[src/verilog/lifo_macros.svh]
`ifndef LIFO_MACROS_SVH
`define LIFO_MACROS_SVH

// Payload width in bits
`define LIFO_WIDTH 8

// Number of stack entries, 2 or more
`define LIFO_DEPTH 4

// Ceiling log2 of a constant expression
// Good for arguments up to 8192
`define CLOG2(x) \
  (((x) <= 1) ? 0 : ((x) <= 2) ? 1 : ((x) <= 4) ? 2 : ((x) <= 8) ? 3 : \
   ((x) <= 16) ? 4 : ((x) <= 32) ? 5 : ((x) <= 64) ? 6 : ((x) <= 128) ? 7 : \
   ((x) <= 256) ? 8 : ((x) <= 512) ? 9 : ((x) <= 1024) ? 10 : \
   ((x) <= 2048) ? 11 : ((x) <= 4096) ? 12 : 13)

// RAM address width, never narrower than one bit
`define LIFO_ADDR_WIDTH \
  ((`CLOG2(`LIFO_DEPTH) < 1) ? 1 : `CLOG2(`LIFO_DEPTH))

`endif

[src/verilog/lifo_pkg.sv]
`include "lifo_macros.svh"

package lifo_pkg;

  // One stack word as seen on both ports
  typedef logic [`LIFO_WIDTH-1:0] lifo_data_t;

  // Index into the storage array
  typedef logic [`LIFO_ADDR_WIDTH-1:0] lifo_addr_t;

  // Stack pointer, counts stored entries
  // One extra bit so a full stack reads as LIFO_DEPTH
  typedef logic [`LIFO_ADDR_WIDTH:0] lifo_count_t;

endpackage

[src/verilog/lifo_memory_if.sv]
`timescale 1ns/1ps

interface lifo_memory_if #(
  // Payload carried on both data lanes
  parameter type data_t = lifo_pkg::lifo_data_t
);

  // Write port, driven by the controller
  logic                 write_enable;
  lifo_pkg::lifo_addr_t write_address;
  data_t                write_data;

  // Read port request, driven by the controller
  logic                 read_enable;
  lifo_pkg::lifo_addr_t read_address;

  // Read result, driven by the RAM
  data_t                read_data;

  // Controller side
  modport controller (
    output write_enable,
    output write_address,
    output write_data,
    output read_enable,
    output read_address,
    input  read_data
  );

  // Storage side
  modport ram (
    input  write_enable,
    input  write_address,
    input  write_data,
    input  read_enable,
    input  read_address,
    output read_data
  );

endinterface

[src/verilog/simple_dual_port_ram.sv]
`timescale 1ns/1ps
`include "lifo_macros.svh"

module simple_dual_port_ram #(
  parameter type data_t = lifo_pkg::lifo_data_t,
  parameter int  DEPTH  = `LIFO_DEPTH
) (
  input logic        clock,
  lifo_memory_if.ram mem
);

  // Storage array, no reset on the payload
  data_t storage [DEPTH];

  // Write port
  // One word per rising edge when enabled
  always_ff @(posedge clock) begin
    if (mem.write_enable) begin
      storage[mem.write_address] <= mem.write_data;
    end
  end

  // Read port
  // Purely combinational, so the top word is visible in the same cycle
  always_comb begin
    if (mem.read_enable) begin
      mem.read_data = storage[mem.read_address];
    end else begin
      // Nothing valid to show
      mem.read_data = '0;
    end
  end

  // Address from the controller must land inside the array
  write_address_in_range : assert property (
    @(posedge clock) mem.write_enable |-> (int'(mem.write_address) < DEPTH)
  ) else $error("RAM write to address %0d beyond depth %0d",
                mem.write_address, DEPTH);

endmodule

[src/verilog/lifo_controller.sv]
`timescale 1ns/1ps
`include "lifo_macros.svh"

module lifo_controller (
  input  logic                     clock,
  input  logic                     rst,
  // Write side
  input  lifo_pkg::lifo_data_t     write_data,
  input  logic                     write_valid,
  output logic                     write_ready,
  // Read side
  output lifo_pkg::lifo_data_t     read_data,
  output logic                     read_valid,
  input  logic                     read_ready,
  // Level flags
  output logic                     full,
  output logic                     empty,
  // Storage
  lifo_memory_if.controller        mem
);

  // Pointer value of a full stack
  localparam lifo_pkg::lifo_count_t DEPTH_COUNT = `LIFO_DEPTH;

  // Accepted transfers this cycle
  logic push;
  logic pop;

  // Entry count and its value after this edge
  lifo_pkg::lifo_count_t pointer;
  lifo_pkg::lifo_count_t pointer_next;

  // Address of the current top entry
  lifo_pkg::lifo_addr_t top_address;

  // Readiness comes from the flags only
  // Neither side waits on the other's valid
  assign write_ready = ~full;
  assign read_valid  = ~empty;

  // Handshakes
  assign push = write_valid & write_ready;
  assign pop  = read_valid & read_ready;

  // Next pointer
  always_comb begin
    case ({push, pop})
      // Lone push grows the stack
      2'b10:   pointer_next = pointer + 1'b1;
      // Lone pop shrinks it
      2'b01:   pointer_next = pointer - 1'b1;
      // Idle, or swap of the top entry
      default: pointer_next = pointer;
    endcase
  end

  // Pointer and flags, all on the RAM write edge
  always_ff @(posedge clock) begin
    if (rst) begin
      pointer <= '0;
      full    <= 1'b0;
      empty   <= 1'b1;
    end else begin
      pointer <= pointer_next;
      // Flags registered from the next count
      full    <= (pointer_next == DEPTH_COUNT);
      empty   <= (pointer_next == '0);
    end
  end

  // Top sits one below the pointer
  // Wraps when empty, but the read is disabled then
  assign top_address = lifo_pkg::lifo_addr_t'(pointer - 1'b1);

  // Write side of the RAM
  assign mem.write_enable  = push;
  assign mem.write_data    = write_data;
  // Simultaneous pop frees the top slot, so overwrite it
  assign mem.write_address = pop ? top_address : lifo_pkg::lifo_addr_t'(pointer);

  // Read side of the RAM
  assign mem.read_enable  = read_valid;
  assign mem.read_address = top_address;
  assign read_data        = mem.read_data;

  // Registered full flag agrees with the count at every push
  push_not_when_full : assert property (
    @(posedge clock) disable iff (rst)
    mem.write_enable |-> (pointer < DEPTH_COUNT)
  ) else $error("Push accepted with %0d entries stored", pointer);

  // Registered empty flag agrees with the count at every pop
  pop_not_when_empty : assert property (
    @(posedge clock) disable iff (rst)
    pop |-> (pointer != '0)
  ) else $error("Pop accepted on an empty stack");

  // Count stays within the storage
  pointer_in_range : assert property (
    @(posedge clock) disable iff (rst)
    pointer <= DEPTH_COUNT
  ) else $error("Stack pointer %0d past depth %0d", pointer, DEPTH_COUNT);

  // Pushed word comes back from the RAM as the new top one cycle later
  push_becomes_top : assert property (
    @(posedge clock) disable iff (rst)
    push |=> (read_valid && read_data == $past(write_data))
  ) else $error("Pushed word missing from top of stack");

endmodule

[src/verilog/valid_ready_lifo.sv]
`timescale 1ns/1ps
`include "lifo_macros.svh"

module valid_ready_lifo (
  input  logic                   clock,
  input  logic                   rst,
  output logic                   full,
  output logic                   empty,
  // Write side
  input  logic [`LIFO_WIDTH-1:0] write_data,
  input  logic                   write_valid,
  output logic                   write_ready,
  // Read side
  output logic [`LIFO_WIDTH-1:0] read_data,
  output logic                   read_valid,
  input  logic                   read_ready
);

  // Link between controller and storage
  lifo_memory_if #(
    .data_t ( lifo_pkg::lifo_data_t )
  ) mem_bus ();

  // Handshake, pointer and flags
  lifo_controller controller (
    .clock       ( clock       ),
    .rst         ( rst         ),
    // Write side
    .write_data  ( write_data  ),
    .write_valid ( write_valid ),
    .write_ready ( write_ready ),
    // Read side
    .read_data   ( read_data   ),
    .read_valid  ( read_valid  ),
    .read_ready  ( read_ready  ),
    // Level flags
    .full        ( full        ),
    .empty       ( empty       ),
    // Storage port
    .mem         ( mem_bus.controller )
  );

  // Stack storage
  // Runs on the system clock
  simple_dual_port_ram #(
    .data_t ( lifo_pkg::lifo_data_t ),
    .DEPTH  ( `LIFO_DEPTH           )
  ) memory (
    .clock ( clock       ),
    .mem   ( mem_bus.ram )
  );

endmodule

[config.mk]
export PLATFORM = sky130hd
export DESIGN_NAME = valid_ready_lifo
export DESIGN_NICKNAME = d
export VERILOG_FILES = /design/src/verilog/lifo_pkg.sv /design/src/verilog/lifo_memory_if.sv /design/src/verilog/simple_dual_port_ram.sv /design/src/verilog/lifo_controller.sv /design/src/verilog/valid_ready_lifo.sv
export VERILOG_INCLUDE_DIRS = /design/src /design/src/verilog
export SDC_FILE = /design/constraint.sdc
export NUM_CORES = 1
export LEC_CHECK = 0
export ABC_AREA = 1
export BUFFER_PORTS_ARGS = -buffer_cell sky130_fd_sc_hd__buf_2
export CORE_MARGIN = 2
export CORE_UTILIZATION = 55
export CTS_BUF_LIST = sky130_fd_sc_hd__clkbuf_2 sky130_fd_sc_hd__clkbuf_4 sky130_fd_sc_hd__clkbuf_8
export DETAILED_ROUTE_END_ITERATION = 6
export PLACE_DENSITY = 0.74
export SLEW_MARGIN = 20
export SYNTH_ARGS = -nofsm -noshare
export SYNTH_HDL_FRONTEND = slang
export SYNTH_HIERARCHICAL = 1
export SYNTH_SLANG_ARGS = --single-unit
[constraint.sdc]
create_clock -name clock -period 2.8 [get_ports clock]
set_clock_uncertainty 0.05 [all_clocks]
set_input_delay 0.14 -clock clock [delete_from_list [all_inputs] [get_ports clock]]
set_output_delay 0.14 -clock clock [all_outputs]
set_load 0.01 [all_outputs]
==> results_dict.tcl <==
set metrics [dict create \
    layout-drive-gt1-share_pct 22.6 \
    critical_path.startpoint_type "register" \
    synth_enable_flop_cells 32 \
    netlist_area_um2 1920 \
    yosys_warnings 6 \
    synth.yosys.seq_area_share_pct 55.3 \
    rows 21 \
    post_cts_resized 0 \
    synth.cells.most_frequent "49 x inv_1, 47 x nand2_1, 32 x edfxtp_1" \
    routabilityCongestion 0.738 \
    worstHoldPathType "primary input to register" \
    leakage_nw 1.04 \
    worst_hold_path.num_cells 9 \
    antenna_left 0 \
    timing.critical_path.max_delay_family "buffers and inverters" \
    path_cells "inv_1, ha_1, inv_2, inv_1, nand3_1, a21oi_1, buf_2" \
    dominantRegCellSynth "edfxtp_1" \
    postSynthRegisterBits 37 \
    cpMaxStageDelayCell "dfxtp_1" \
    path_clk_slew_ns 0.10 \
    vdd_drop_max_mv 0.363 \
    fp.dieW_um 63.1 \
    max-cap-violations 0 \
    cp_num_cells 7 \
    drt-total-wl_um 3200 \
    post-route-period-util_pct 78.0 \
    fin_setup_tns_ns 0 \
    floorplan.io_pins 24 \
    tritoncts.num_buffers 5 \
    worst_path_largest_cell_delay_ns 0.38 \
    leading_cell_type_by_number_of_instances_after_synthesis "inv_1" \
    worstSetupPathType "register to output port" \
    gr-total-overflow 0 \
    fp.dieArea_um2 3980 \
    detailedPlacementHpwl_um 2180 \
    min_cycle_time_layout_ns 2.18 \
    drt_iter0_markers 46 \
    netlist-cell-type-count 21 \
    grt_first_pass_wirelength_um 5460 \
    cts_max_path_buffers 2 \
    viasPerCell 4.58 \
    status "finished, final reports clean" \
    area.growth.synth_to_final_pct 10.8 \
    worstRegToRegCells 6 \
    timing.final.setup_violations 0 \
    synth_largest_type_area_fraction_pct 50.1 \
    drc_violation_count_after_routing 0 \
    synth_nets 225 \
    timing_hold_violations_final 0 \
    grt_pass1_vias 1278 \
    top_cells_by_area_in_the_synthesized_netlist "edfxtp_1 50%, inv_1 9.6%, nand2_1 9.2%, buf_4 7.0%, dfxtp_1 5.2%" \
    postSynth.asyncResetShare_pct 0 \
    wire_per_inst_um 11.4 \
    crit_path_frequent_cell "inv_1" \
    synth_cells 208 \
    post_synth.cell_area_avg_um2 9.22 \
    worst-path-buf-inv 4 \
    largest_net_degree_at_the_start_of_global_routing 19 \
    clock.fmax_mhz 458 \
    floorplan.initialDensity_pct 57.5 \
    core_area_um2 3340 \
    antenna_violations_before_repair 0 \
    worst_pin_slew_ns 0.346 \
    tritoncts "done" \
    h-tree-depth 2 \
    grt_util_overall_pct 18.6 \
    detailroute.via_count 1281 \
    clockRootBuffer "clkbuf_4" \
    worstSetupEndpointType "output port" \
    antenna_cells_inserted 0 \
    die_height_um 63.1 \
    cts.sinks 37 \
    worst_skew_pair.late_latency_ns 0.33 \
    finalMaxSlewViolations 0 \
    port_buffers 23 \
    worst_ep_arrival_time_ns 1.99 \
    timing.hold.ws_ns 0.449 \
    powerDensity_nw_per_um2 624 \
    worst_ep_required_time_ns 2.61 \
    critical_path.max_fanout 10 \
    unrepaired_setup_endpoints_after_global_routing "no" \
    yosysTopAreaCell "edfxtp_1" \
    drt_first_pass_iters 4 \
    totalPowerFinal_w 0.00133 \
    final_nets 250 \
    timing.slew.headroom_pct 76.9 \
    post_cts.repair.setup_buffers 0 \
]
-- worst paths after layout --
path | from | end | slack, ns
worst max-delay path | controller/pointer[0]$_SDFF_PP0_ | read_data[0] | 0.62
worst min-delay path | write_valid | controller/pointer[0]$_SDFF_PP0_ | 0.45
worst max register to register | controller/pointer[0]$_SDFF_PP0_ | memory/storage[2][6]$_DFFE_PP_ | 0.91
worst min register to register | controller/pointer[2]$_SDFF_PP0_ | controller/full$_SDFF_PP0_ | 0.54
-- power breakdown --
part	total, W	leakage, nW	internal [W]	switching, W
combinational	0.000384	0.674	0.000137	0.000247
clock	0.000265	0.0310	0.0000946	0.000170
sequential	0.000679	0.335	0.000664	0.0000152
-- through the flow --
stage	worst slack, ns	utilization [%]	cells	instance area (um^2)
floorplan	0.616	-	208	1920
CTS	0.606	63.7	280	2130
global placement	0.933	59.4	263	1980
global route	0.467	63.7	280	2130
finish	0.615	63.7	280	2130
detailed placement	0.930	59.4	263	1980
-- area by class of cell --
cell class | instances | area, um^2
repair buffers | 39 | 258
clock buffers | 5 | 37.5
well taps | 46 | 57.6
flip-flops and latches | 37 | 1060
fillers | 287 | 1210
clock inverters | 3 | 17.5
multi-input cells | 97 | 493
inverters | 53 | 201
-- per-layer routing --
layer  global-route usage [%]  share of wire [%]  vias to the layer above
li1                         -                  -                      672
met1                     23.0                 46                      577
met2                     29.4                 47                       23
met3                     3.75                3.3                        9
met4                     12.5                3.2                        0
met5                        0                  0                        -
-- sequential cells by signal (all words and copies together), names as in the netlist --
register,cells
controller/empty,1
controller/full,1
controller/pointer,3
memory/storage,32
-- layout by cell type (no fill, tap or decap) --
master         count
inv_4              1
nor2_1             4
ha_1               5
dlygate4sd3_1      9
nand3_1           16
nand3_2            2
o211ai_2           1
inv_2              3
nand2_1           47
buf_2             23
a21oi_2            1
dfxtp_1            5
a21oi_1            8
nor3_1             4
o21ai_0            1
clkinvlp_4         1
inv_1             49
xor2_1             1
nor2_2             1
nand2_2            6
edfxtp_1          32
clkbuf_4           5
buf_4              7
clkinv_2           2
-- kinds of logic (layout without fill, tap and decap cells) --
kind of cell | count (synthesis) | after routing | synth area share [%]
flops | 37 | 37 | 55.3
simple gates | 80 | 80 | 18.5
compound gates | 11 | 11 | 3.46
fa+ha+maj | 5 | 5 | 3.26
xor+xnor | 1 | 1 | 0.457
buf+inv | 74 | 100 | 19.0
-- worst register-to-register path, cell delays in order, from the launching register on --
cell	delay, ns
dfxtp_1	0.38
inv_1	0.07
ha_1	0.34
o21ai_0	0.29
inv_1	0.10
nor3_1	0.18
buf_4	0.20
-- what timing repair did --
action                     in CTS  in global routing
hold buffers                    9                  0
setup endpoints to repair       0                  0
hold endpoints to repair       35                  0
No activity file was read; power rests on OpenSTA's default activity.
